--- src/hw/jsp_buf_pkg.sv ---
//////////////////////////////////////////////////
// JSP buffer side definitions
// Byte and count types, FIFO depth and the
// host strobe port bundles
//////////////////////////////////////////////////

package jsp_buf_pkg;

  localparam int FIFO_DEPTH = 8;
  localparam int FIFO_PTR_W = $clog2(FIFO_DEPTH);

  typedef logic [7:0] byte_t;
  typedef logic [3:0] count_t;  // 0 to FIFO_DEPTH

  // Occupancy seen from outside a FIFO
  typedef struct packed {
    count_t used;  // Bytes stored
    count_t free;  // Slots left
  } fifo_level_t;

  //////////////////////////////////////////////////
  // Host strobe port

  typedef struct packed {
    logic  wr;     // Push wdata into the transmit FIFO
    logic  rd;     // Pop the receive FIFO
    byte_t wdata;
  } host_req_t;

  typedef struct packed {
    byte_t  rdata;    // Receive FIFO head, 0 when empty
    count_t rx_used;
    count_t tx_free;
  } host_rsp_t;

endpackage

--- src/hw/jsp_jtag_pkg.sv ---
//////////////////////////////////////////////////
// JSP TAP side definitions
// Data register layout, bit counting, FSM states
// and the TAP control bundle
//////////////////////////////////////////////////

package jsp_jtag_pkg;

  //////////////////////////////////////////////////
  // Data register layout

  localparam int DR_W          = 53;  // Width of the TAP data register
  localparam int DR_BYTE_LSB   = 46;  // Lowest bit of an assembled byte
  localparam int DR_COUNT_LSB  = 50;  // Lowest bit of the count nibble
  localparam int BITS_PER_WORD = 8;

  typedef logic [3:0]      bit_cnt_t;  // Bits shifted in the current word
  typedef logic [DR_W-1:0] dr_t;       // Shifts right, TDI enters at the top

  // TAP state decode for this module
  typedef struct packed {
    logic capture;        // Capture-DR
    logic shift;          // Shift-DR
    logic update;         // Update-DR
    logic module_select;  // JSP module selected by the debug unit
  } tap_ctrl_t;

  //////////////////////////////////////////////////
  // FSM states

  // Input side, JTAG into the receive FIFO
  typedef enum logic [1:0] {
    wr_idle,
    wr_wait,    // Hunting for the start bit
    wr_counts,  // Control byte with the user count
    wr_xfer
  } wr_state_t;

  // Output side, transmit FIFO out on TDO
  typedef enum logic [1:0] {
    rd_idle,
    rd_counts,  // Status byte goes out
    rd_rdack,   // Acknowledge the byte just loaded
    rd_xfer
  } rd_state_t;

endpackage

--- src/hw/jsp_byte_fifo.sv ---
//////////////////////////////////////////////////
// Byte FIFO with head word shown before the pop
// Reports used and free counts
//////////////////////////////////////////////////

module jsp_byte_fifo
  import jsp_buf_pkg::*;
(
  input  logic        tck_i,
  input  logic        rst_i,
  input  logic        push_i,
  input  byte_t       push_data_i,
  input  logic        pop_i,
  output byte_t       head_o,
  output fifo_level_t level_o
);

  byte_t                 mem_q [FIFO_DEPTH];  // Storage array
  logic [FIFO_PTR_W-1:0] wr_ptr_q;
  logic [FIFO_PTR_W-1:0] rd_ptr_q;
  count_t                used_q;              // Occupancy
  logic                  push_ok;
  logic                  pop_ok;

  // Full push and empty pop are dropped
  assign push_ok = push_i && (used_q != count_t'(FIFO_DEPTH));
  assign pop_ok  = pop_i && (used_q != '0);

  always_ff @(posedge tck_i) begin
    if (push_ok) begin
      mem_q[wr_ptr_q] <= push_data_i;
    end
  end

  // Depth is a power of two, pointers wrap on their own
  always_ff @(posedge tck_i or posedge rst_i) begin
    if (rst_i) begin
      wr_ptr_q <= '0;
      rd_ptr_q <= '0;
      used_q   <= '0;
    end else begin
      if (push_ok) begin
        wr_ptr_q <= wr_ptr_q + 1'b1;
      end
      if (pop_ok) begin
        rd_ptr_q <= rd_ptr_q + 1'b1;
      end
      case ({push_ok, pop_ok})
        2'b10:   used_q <= used_q + 1'b1;
        2'b01:   used_q <= used_q - 1'b1;
        default: used_q <= used_q;  // Both or neither
      endcase
    end
  end

  assign head_o = (used_q == '0) ? '0 : mem_q[rd_ptr_q];  // Zero while empty

  assign level_o.used = used_q;
  assign level_o.free = count_t'(FIFO_DEPTH) - used_q;

endmodule

--- src/hw/jsp_read_ctrl.sv ---
//////////////////////////////////////////////////
// JSP output controller
// Shifts out the status byte, then buffered bytes
// from the transmit FIFO, LSB first on TDO
//////////////////////////////////////////////////

module jsp_read_ctrl
  import jsp_jtag_pkg::*;
  import jsp_buf_pkg::*;
(
  input  logic        tck_i,
  input  logic        rst_i,
  input  tap_ctrl_t   tap_i,
  input  byte_t       tx_head_i,
  input  fifo_level_t rx_level_i,
  input  fifo_level_t tx_level_i,
  output logic        pop_o,
  output logic        tdo_o
);

  rd_state_t state_q;
  rd_state_t state_d;
  bit_cnt_t  bit_cnt_q;   // Read bit counter
  count_t    out_cnt_q;   // Transmit bytes still to send
  byte_t     shift_q;     // Parallel load output shift register
  logic      start;       // Capture while selected
  logic      bit_max;     // Last bit of the current word
  logic      more;        // Another transmit byte pending
  logic      shifting;    // Shift-DR in an active state

  assign start    = (state_q == rd_idle) && tap_i.module_select && tap_i.capture;
  assign bit_max  = (bit_cnt_q == bit_cnt_t'(BITS_PER_WORD - 1));
  assign more     = (out_cnt_q != '0);
  assign shifting = tap_i.shift && (state_q != rd_idle);

  // Ack one shift cycle after the load
  assign pop_o = shifting && (state_q == rd_rdack) && more;
  assign tdo_o = shift_q[0];

  //////////////////////////////////////////////////
  // Output FSM

  always_ff @(posedge tck_i or posedge rst_i) begin
    if (rst_i) begin
      state_q <= rd_idle;
    end else begin
      state_q <= state_d;
    end
  end

  always_comb begin
    state_d = state_q;
    case (state_q)
      rd_idle: begin
        if (start) begin
          state_d = rd_counts;
        end
      end
      rd_rdack: begin
        if (tap_i.shift) begin
          state_d = rd_xfer;  // Pause keeps the ack pending
        end
      end
      default: begin
        // Counts and xfer both end at a word boundary
        if (tap_i.shift && bit_max) begin
          state_d = rd_rdack;
        end
      end
    endcase
    if (tap_i.update) begin
      state_d = rd_idle;
    end
  end

  //////////////////////////////////////////////////
  // Counters and shift register

  always_ff @(posedge tck_i or posedge rst_i) begin
    if (rst_i) begin
      bit_cnt_q <= '0;
      out_cnt_q <= '0;
    end else if (start) begin
      bit_cnt_q <= '0;
      out_cnt_q <= tx_level_i.used;  // Snapshot of bytes to send
    end else if (shifting) begin
      if (bit_max) begin
        bit_cnt_q <= '0;
      end else begin
        bit_cnt_q <= bit_cnt_q + 1'b1;
      end
      if (pop_o) begin
        out_cnt_q <= out_cnt_q - 1'b1;  // Counted off at the ack
      end
    end
  end

  always_ff @(posedge tck_i or posedge rst_i) begin
    if (rst_i) begin
      shift_q <= '0;
    end else if (start) begin
      shift_q <= {tx_level_i.used, rx_level_i.free};  // Status byte
    end else if (shifting) begin
      if (bit_max) begin
        shift_q <= more ? tx_head_i : '0;  // Zeros once the snapshot runs out
      end else begin
        shift_q <= {1'b0, shift_q[7:1]};
      end
    end
  end

endmodule

--- src/hw/jsp_top.sv ---
//////////////////////////////////////////////////
// JSP core, TCK side
// Input and output controllers around the
// receive and transmit byte FIFOs
//////////////////////////////////////////////////

module jsp_top
  import jsp_jtag_pkg::*;
  import jsp_buf_pkg::*;
(
  input  logic      tck_i,
  input  logic      rst_i,
  input  logic      tdi_i,
  input  tap_ctrl_t tap_i,
  input  dr_t       dr_i,
  output logic      tdo_o,
  input  host_req_t host_i,
  output host_rsp_t host_o
);

  logic        rx_push;   // Byte from JTAG into receive FIFO
  logic        tx_pop;    // Ack of a byte sent on TDO
  byte_t       rx_data;
  byte_t       rx_head;
  byte_t       tx_head;
  fifo_level_t rx_level;
  fifo_level_t tx_level;

  jsp_write_ctrl u_write_ctrl (
    .tck_i      (tck_i),
    .rst_i      (rst_i),
    .tdi_i      (tdi_i),
    .tap_i      (tap_i),
    .dr_i       (dr_i),
    .rx_free_i  (rx_level.free),
    .push_o     (rx_push),
    .push_data_o(rx_data)
  );

  jsp_read_ctrl u_read_ctrl (
    .tck_i     (tck_i),
    .rst_i     (rst_i),
    .tap_i     (tap_i),
    .tx_head_i (tx_head),
    .rx_level_i(rx_level),
    .tx_level_i(tx_level),
    .pop_o     (tx_pop),
    .tdo_o     (tdo_o)
  );

  // JTAG to host
  jsp_byte_fifo rx_fifo (
    .tck_i      (tck_i),
    .rst_i      (rst_i),
    .push_i     (rx_push),
    .push_data_i(rx_data),
    .pop_i      (host_i.rd),
    .head_o     (rx_head),
    .level_o    (rx_level)
  );

  // Host to JTAG
  jsp_byte_fifo tx_fifo (
    .tck_i      (tck_i),
    .rst_i      (rst_i),
    .push_i     (host_i.wr),
    .push_data_i(host_i.wdata),
    .pop_i      (tx_pop),
    .head_o     (tx_head),
    .level_o    (tx_level)
  );

  assign host_o = '{rdata: rx_head, rx_used: rx_level.used, tx_free: tx_level.free};

endmodule

--- src/hw/jsp_write_ctrl.sv ---
//////////////////////////////////////////////////
// JSP input controller
// Waits for the start bit, takes the user count
// from the control byte, then pushes shifted-in
// bytes into the receive FIFO
//////////////////////////////////////////////////

module jsp_write_ctrl
  import jsp_jtag_pkg::*;
  import jsp_buf_pkg::*;
(
  input  logic      tck_i,
  input  logic      rst_i,
  input  logic      tdi_i,
  input  tap_ctrl_t tap_i,
  input  dr_t       dr_i,
  input  count_t    rx_free_i,
  output logic      push_o,
  output byte_t     push_data_o
);

  wr_state_t state_q;
  wr_state_t state_d;
  bit_cnt_t  bit_cnt_q;   // Write bit counter
  count_t    in_cnt_q;    // Receive space left, snapshot at capture
  count_t    user_cnt_q;  // Bytes the user still announces
  logic      start;       // Capture while selected
  logic      bit_max;     // 8th bit of a word on TDI now
  logic      byte_ok;     // Both counters allow a push
  logic      counting;    // Bit counter runs this cycle

  //////////////////////////////////////////////////
  // Byte assembly

  // Seven bits already in the register, the 8th is still on TDI
  assign push_data_o = {tdi_i, dr_i[DR_W-1:DR_BYTE_LSB]};

  assign start    = (state_q == wr_idle) && tap_i.module_select && tap_i.capture;
  assign bit_max  = (bit_cnt_q == bit_cnt_t'(BITS_PER_WORD - 1));
  assign byte_ok  = (in_cnt_q != '0) && (user_cnt_q != '0);
  assign counting = tap_i.shift && ((state_q == wr_counts) || (state_q == wr_xfer));

  assign push_o = counting && (state_q == wr_xfer) && bit_max && byte_ok;

  //////////////////////////////////////////////////
  // Input FSM

  always_ff @(posedge tck_i or posedge rst_i) begin
    if (rst_i) begin
      state_q <= wr_idle;
    end else begin
      state_q <= state_d;
    end
  end

  always_comb begin
    state_d = state_q;
    case (state_q)
      wr_idle: begin
        if (start) begin
          state_d = wr_wait;
        end
      end
      wr_wait: begin
        // Devices ahead in the chain give leading zeros
        if (tap_i.shift && tap_i.module_select && tdi_i) begin
          state_d = wr_counts;
        end
      end
      wr_counts: begin
        if (tap_i.shift && bit_max) begin
          state_d = wr_xfer;  // Control byte complete
        end
      end
      default: begin
        state_d = state_q;  // Stay in xfer until update
      end
    endcase
    if (tap_i.update) begin
      state_d = wr_idle;
    end
  end

  //////////////////////////////////////////////////
  // Counters

  always_ff @(posedge tck_i or posedge rst_i) begin
    if (rst_i) begin
      bit_cnt_q  <= '0;
      in_cnt_q   <= '0;
      user_cnt_q <= '0;
    end else if (start) begin
      bit_cnt_q <= '0;
      in_cnt_q  <= rx_free_i;  // Free space snapshot
    end else if (counting) begin  // Frozen in pause and exit
      if (bit_max) begin
        bit_cnt_q <= '0;
      end else begin
        bit_cnt_q <= bit_cnt_q + 1'b1;
      end
      if ((state_q == wr_counts) && bit_max) begin
        user_cnt_q <= {tdi_i, dr_i[DR_W-1:DR_COUNT_LSB]};  // Upper nibble of control
      end
      if (push_o) begin
        in_cnt_q   <= in_cnt_q - 1'b1;
        user_cnt_q <= user_cnt_q - 1'b1;
      end
    end
  end

endmodule

--- config.mk ---
export PLATFORM = sky130hd
export DESIGN_NAME = jsp_top
export DESIGN_NICKNAME = d
export VERILOG_FILES = /design/src/hw/jsp_buf_pkg.sv /design/src/hw/jsp_jtag_pkg.sv /design/src/hw/jsp_byte_fifo.sv /design/src/hw/jsp_read_ctrl.sv /design/src/hw/jsp_top.sv /design/src/hw/jsp_write_ctrl.sv
export SDC_FILE = /design/constraint.sdc
export NUM_CORES = 1
export LEC_CHECK = 0
export BUFFER_PORTS_ARGS = -buffer_cell sky130_fd_sc_hd__clkbuf_2
export CORE_MARGIN = 3
export CORE_UTILIZATION = 62
export CTS_BUF_LIST = sky130_fd_sc_hd__clkbuf_16
export DETAILED_ROUTE_END_ITERATION = 8
export PLACE_DENSITY = 0.92
export SLEW_MARGIN = 10
export SYNTH_ARGS = -nofsm -noshare
export SYNTH_HDL_FRONTEND = slang
export SYNTH_HIERARCHICAL = 1
export SYNTH_SLANG_ARGS = --single-unit
--- constraint.sdc ---
create_clock -name tck_i -period 6.3 [get_ports tck_i]
set_input_delay 0.315 -clock tck_i [delete_from_list [all_inputs] [get_ports tck_i]]
set_output_delay 0.315 -clock tck_i [all_outputs]
set_load 0.005 [all_outputs]
After elaboration in Yosys (flattened, before gate mapping)
Memory sizes are Yosys's and may differ from the RTL's.
Index checks and enable logic that the tools add are counted.

word-level totals
  bits in registers = 52
  bits in latches = 0
  memory bits (writable) = 128
  ROM bits = 0
  input port bits = 70
  logic and storage cells = 131
  memories kept = 2

memories
  memory         words  width  read ports  clocked after memory_dff  write ports  line                 RTL
  rx_fifo.mem_q  8      8      1           0                         1            jsp_byte_fifo.sv:18  byte_t mem_q [FIFO_DEPTH];
  tx_fifo.mem_q  8      8      1           0                         1            jsp_byte_fifo.sv:18

cells by class
  $add $sub $neg = 15
  $mul = 0
  divide/modulo/power cells = 0
  $lt $le $gt $ge = 0
  equality and inequality tests = 17
  shift-type cells = 0
  mux-type cells = 36
  bitwise operators = 1
  reduce and logical (&&, ||, !) cells = 46

operators by type and width
  cell                   count
  $mux W4                14
  $mux W8                6
  $reduce_bool A4 Y1     7
  $logic_and A1 B1 Y1    21
  $sub A4 B1 Y4 const B  5
  $add A4 B1 Y4 const B  4
  $mux W2                8
  $pmux W4 S2            2
  $reduce_bool A2 Y1     8
  $add A3 B1 Y3 const B  4
  $ne A3 B2 Y1 const B   4
  $eq A2 B2 Y1 const B   5
  $eq A4 B3 Y1 const B   2
  $logic_not A4 Y1       2
  $ne A4 B4 Y1 const B   2
  $sub A4 B4 Y4 const A  2
  $eq A2 B1 Y1 const B   3
  $pmux W2 S3            1
  $reduce_and A3 Y1      2
  $logic_not A2 Y1       2
  $mux W1                4
  $pmux W2 S2            1
  $reduce_and A2 Y1      2
  $reduce_and A4 Y1      1
  other kinds (3)        3

Depth between registers and ports, before layout
  depth after elaboration = 9
  depth in mapped cells = 12
  depth with buffers taken out = 12

Cells and area by module
Netlist, hierarchy kept.

modules (own cells, without submodules)
  module          times used  cells each  area an instance (um2)  sequential area each (um2)
  jsp_byte_fifo   2           166         3194.3                  2172.1
  jsp_write_ctrl  1           109         1001.0                  350.3
  jsp_read_ctrl   1           100         952.2                   450.4

Worst setup path before layout
OpenSTA, ideal clock, no wires.

  kind = register to register
  start = register u_write_ctrl.in_cnt_q[0]
  end = register rx_fifo.used_q[3]
  library setup time = 0.086 ns
  data arrival time = 2.645 ns
  data required time = 6.214 ns
  setup slack = 3.569 ns
  cell stages (with the launch flop) = 12
  path buffers = 2
  period minus slack after synthesis = 2.731 ns
  cells stage by stage = dfrtp_1 -> inv_1 -> ha_1 -> or3b_1 -> and4bb_4 -> buf_6 -> nand2_1 -> ha_1 -> clkbuf_1 -> or4b_1 -> a21o_2 -> o221ai_2

on the way
  cells in the longest elaborated chain, start to end = 6

RTL lines
  what                                               line                   RTL
  from (decl)                                        jsp_write_ctrl.sv:25   count_t in_cnt_q;
  from (signal assigned)                             jsp_write_ctrl.sv:94   in_cnt_q <= rx_free_i;
  from (signal assigned)                             jsp_write_ctrl.sv:105  in_cnt_q <= in_cnt_q - 1'b1;
  $reduce_bool A4 Y1 (*)                             jsp_write_ctrl.sv:40   assign byte_ok = (in_cnt_q != '0) && (user_cnt_q != '0);
  $logic_and A1 B1 Y1 (*)                            jsp_write_ctrl.sv:40
  $logic_and A1 B1 Y1 (*)                            jsp_write_ctrl.sv:43   assign push_o = counting && (state_q == wr_xfer) && bit_max && byte_ok;
  via rx_push                                        jsp_top.sv:21          logic rx_push;
  $logic_and A1 B1 Y1 (*)                            jsp_byte_fifo.sv:26    assign push_ok = push_i && (used_q != count_t'(FIFO_DEPTH));
  $eq A2 B1 Y1 or $eq A2 B2 Y1 (tied branches)       jsp_byte_fifo.sv:48    case ({push_ok, pop_ok})
  $pmux W4 S2 or $reduce_bool A2 Y1 (tied branches)  --
  to (signal assigned)                               jsp_byte_fifo.sv:49    2'b10: used_q <= used_q + 1'b1;
  to (signal assigned)                               jsp_byte_fifo.sv:50    2'b01: used_q <= used_q - 1'b1;
  to (signal assigned)                               jsp_byte_fifo.sv:51    default: used_q <= used_q;
  to (decl)                                          jsp_byte_fifo.sv:21    count_t used_q;

Mark *: on every way through the listed nets, which the timed path passes. The rest lies on a longest branch.
A chain may end at the register's enable or synchronous reset.

Final worst setup path
Ends and elaborated chain as after synthesis.

==> flow_metrics.py <==
metrics = {
    "timing": {
        "fmax_mhz": 321,
        "maxSlewViolCount": 0,
        "setup_viol": 0,
        "tns_ps": 0,
        "period_share_pct": 49.5,
        "tightest_slew_ps": 1100,
        "hold_viol_final": 0,
        "rsz0062_at_grt": "false",
        "fin_crit_ps": 3120,
        "slew_headroom_pct": 26.3,
        "skew_ps": 9.10,
    },
    "clocking": {
        "numCtsBuffers": 17,
        "ctsHoldBuffers": 1,
        "clkTransAtPathRegs_ps": 70,
        "clock_latency_ps": 430,
        "cts_root_buf": "clkbuf_16",
        "max-clock-path-buffers": 2,
        "cts_post_setup_buffers_inserted": 0,
        "clock_sink_count": 180,
        "cts_resized": 0,
        "cts_max_level": 4,
        "cts_tree": "built",
    },
    "power": {
        "comb_power_share_pct": 14.2,
        "power_density_nw_per_um2": 314,
        "power.total_uw": 2860,
        "power.internal_uw": 2090,
        "power_frac_seq_pct": 52.1,
        "switchingPower_uw": 764,
        "switching_share_pct": 26.7,
        "clkPwrFrac_pct": 33.6,
        "ir_worst_vdd_mv": 0.273,
        "p_leak_uw": 0.00342,
    },
    "synthesis": {
        "yosysSeqAreaShare_pct": 61.7,
        "yosysUniqueCellTypes": 66,
        "netlist_instances": 541,
        "ys_async_sr_fraction_pct": 28.9,
        "synth_edf_count": 128,
        "syn-cell-area_sq_um": 8340,
        "ys_ff_latch": 180,
        "ys.flop_type": "edfxtp_1",
        "ys_warn_count": 6,
        "syn_nets": 632,
        "syn_avg_cell_area_sq_um": 15.4,
    },
    "setup_path": {
        "cp_top_family": "simple AND/OR/NAND/NOR gates",
        "critPathKind": "reg2reg",
        "path_max_fanout": 17,
        "path_cells": "inv_1 -> ha_1 -> or3b_1 -> and4bb_4 -> nand2_1 -> ha_1 -> or3b_4 -> a2111oi_4 -> o221ai_2",
        "end_kind": "flip-flop",
        "slowest_delay_ps": 450,
        "cp_slowest_cell": "or3b_4",
        "cp.arrival_ps": 3410,
        "required_ps": 6590,
        "start_kind": "flip-flop",
        "crit_top_cell": "ha_1",
        "critPathBufInv": 1,
    },
    "detailed_routing": {
        "drt_iter0_markers": 523,
        "vias": 4902,
        "vias_per_cell": 6.47,
        "wire_per_inst_um": 22.3,
        "drt_first_pass_iters": 5,
        "drc": 0,
        "drt-total-wl_mm": 16.9,
        "final_antenna_net_count": 0,
    },
    "floorplan": {
        "core-area_sq_um": 12900,
        "dieHeight_um": 122,
        "die_area_sq_um": 14900,
        "io_pins": 87,
        "initial_core_util_pct": 64.8,
        "placementRows": 41,
        "dieWidth_um": 122,
    },
    "global_route": {
        "grt_pass1_vias": 4941,
        "grt_max_degree": 19,
        "gr-total-overflow": 0,
        "grt_antenna_before_repair": 0,
        "grt_pass1_wl_mm": 26.2,
        "grt_usage_pct": 23.8,
    },
    "layout": {
        "diodes": 0,
        "final_area_sq_um": 9090,
        "area_growth_pct": 9.00,
        "fin_nets": 664,
        "drive_above_1_share_pct": 17.2,
        "fin_cells": 758,
        "fin_util_pct": 70.6,
        "fillCellCount": 750,
    },
    "run": {
        "maxCapViolations": 0,
    },
    "placed_design": {
        "place_area_sq_um": 8540,
        "routabilityCongestion": 0.789,
        "place_inst": 725,
        "dp_hpwl_mm": 10.8,
        "io_buffers": 40,
    },
    "hold_path": {
        "min_path_type": "in2reg",
    },
    "run_status": {
        "outcome": "complete, no violations",
    },
}
-- final timing paths --
kind	startpoint	end	slack (ps)	cells past startpoint
max	u_write_ctrl/in_cnt_q[0]$_DFFE_PP0P_	rx_fifo/used_q[3]$_DFFE_PP0P_	3180	9
min	tap_i[1]	u_write_ctrl/state_q[0]$_DFFE_PP0P_	140	2
max reg2reg	u_write_ctrl/in_cnt_q[0]$_DFFE_PP0P_	rx_fifo/used_q[3]$_DFFE_PP0P_	3180	9
min reg2reg	tx_fifo/rd_ptr_q[2]$_DFFE_PP0P_	tx_fifo/rd_ptr_q[2]$_DFFE_PP0P_	500	1
max in group asynchronous	rst_i	u_read_ctrl/out_cnt_q[2]$_DFFE_PP0P_	5270	3
min in group asynchronous	rst_i	tx_fifo/used_q[0]$_DFFE_PP0P_	480	3
-- cell families after synthesis --
group	Yosys count	synth area share, %
compound gates	82	7.78
xor+xnor	23	2.41
fa+ha+maj	21	3.15
buf+inv	57	4.09
flops	180	61.7
mux	48	12.2
simple gates	130	8.70
-- layer usage --
layer | part of all wire [%] | vias up | wire length (um) | track usage [%]
met5 | 0 | - | 0 | 0
met4 | 2.4 | 0 | 410 | 9.87
met3 | 6.6 | 36 | 1120 | 5.25
met2 | 53 | 245 | 8910 | 40.3
met1 | 38 | 2460 | 6470 | 29.9
li1 | - | 2161 | - | -
-- synthesized netlist by cell type (8+ instances only) --
| library cell | number | area (sq um) |
|---|---|---|
| nor3_1 | 8 | 40.0 |
| a22o_1 | 16 | 140 |
| ha_1 | 21 | 263 |
| mux4_1 | 32 | 841 |
| buf_4 | 10 | 75.1 |
| xnor2_1 | 17 | 149 |
| o21ai_0 | 9 | 45.0 |
| edfxtp_1 | 128 | 3840 |
| inv_1 | 24 | 90.1 |
| buf_6 | 11 | 124 |
| nand2_1 | 25 | 93.8 |
| nand3_1 | 10 | 50.1 |
| dfrtp_1 | 52 | 1300 |
| a22oi_1 | 9 | 67.6 |
| mux2_2 | 8 | 90.1 |
| a21oi_1 | 14 | 70.1 |
| nor2_1 | 39 | 146 |
-- registers in the layout, indices dropped and copies added (netlist names) --
signal,flops
u_write_ctrl/in_cnt_q,4
u_read_ctrl/state_q,2
rx_fifo/rd_ptr_q,3
u_write_ctrl/state_q,2
u_write_ctrl/bit_cnt_q,4
u_read_ctrl/out_cnt_q,4
tx_fifo/used_q,4
rx_fifo/wr_ptr_q,3
u_read_ctrl/bit_cnt_q,4
tx_fifo/rd_ptr_q,3
rx_fifo/mem_q,64
u_write_ctrl/user_cnt_q,4
tx_fifo/mem_q,64
rx_fifo/used_q,4
u_read_ctrl/shift_q,8
tx_fifo/wr_ptr_q,3
-- per-stage QoR --
step	hold WS [ps]	setup slack, ps
2_1_floorplan	155	3570
3_3_place_gp	365	3510
3_5_place_dp	373	3360
4_1_cts	118	3270
5_1_grt	128	3150
6_report	136	3180
-- worst reg2reg max path, stage by stage, from the launching register on --
cell and delay, ps:
dfrtp_1 430, inv_1 100, ha_1 210, or3b_1 380, and4bb_4 310, nand2_1 190, ha_1 330, or3b_4 450
a2111oi_4 410, o221ai_2 160
-- power by group through the flow --
stage | logic [uW] | registers, uW | clock network, uW
floorplan | 317 | 1470 | 0
global placement | 369 | 1490 | 0
detailed placement | 402 | 1510 | 0
CTS | 408 | 1490 | 976
global route | 451 | 1500 | 1020
finish | 406 | 1490 | 961
-- final cells by class --
type	instances	area, sq um	share of cell area, %
clock buffer	18	450	4.95
clock inverter	14	88.8	0.977
timing repair buffer	46	248	2.72
tap	172	215	2.37
multi-input combinational	304	2860	31.4
sequential	180	5140	56.6
inverter	24	90.1	0.991
-- placed cells by master, fill, tap and decap left out, types with 4 or more instances in the layout --
| master | n |
|---|---|
| a21oi_1 | 14 |
| a22o_1 | 16 |
| a22oi_1 | 9 |
| buf_4 | 5 |
| clkbuf_16 | 18 |
| clkbuf_2 | 40 |
| clkinvlp_4 | 4 |
| dfrtp_1 | 52 |
| edfxtp_1 | 128 |
| ha_1 | 21 |
| inv_1 | 26 |
| mux2_2 | 8 |
| mux2i_1 | 7 |
| mux4_1 | 32 |
| nand2_1 | 25 |
| nand2b_1 | 4 |
| nand3_1 | 10 |
| nand3b_1 | 7 |
| nor2_1 | 39 |
| nor2b_1 | 4 |
| nor3_1 | 8 |
| o21a_1 | 4 |
| o21ai_0 | 9 |
| or3b_4 | 4 |
| xnor2_1 | 17 |
| xor2_1 | 6 |
(Power assumes the default switching activity.)
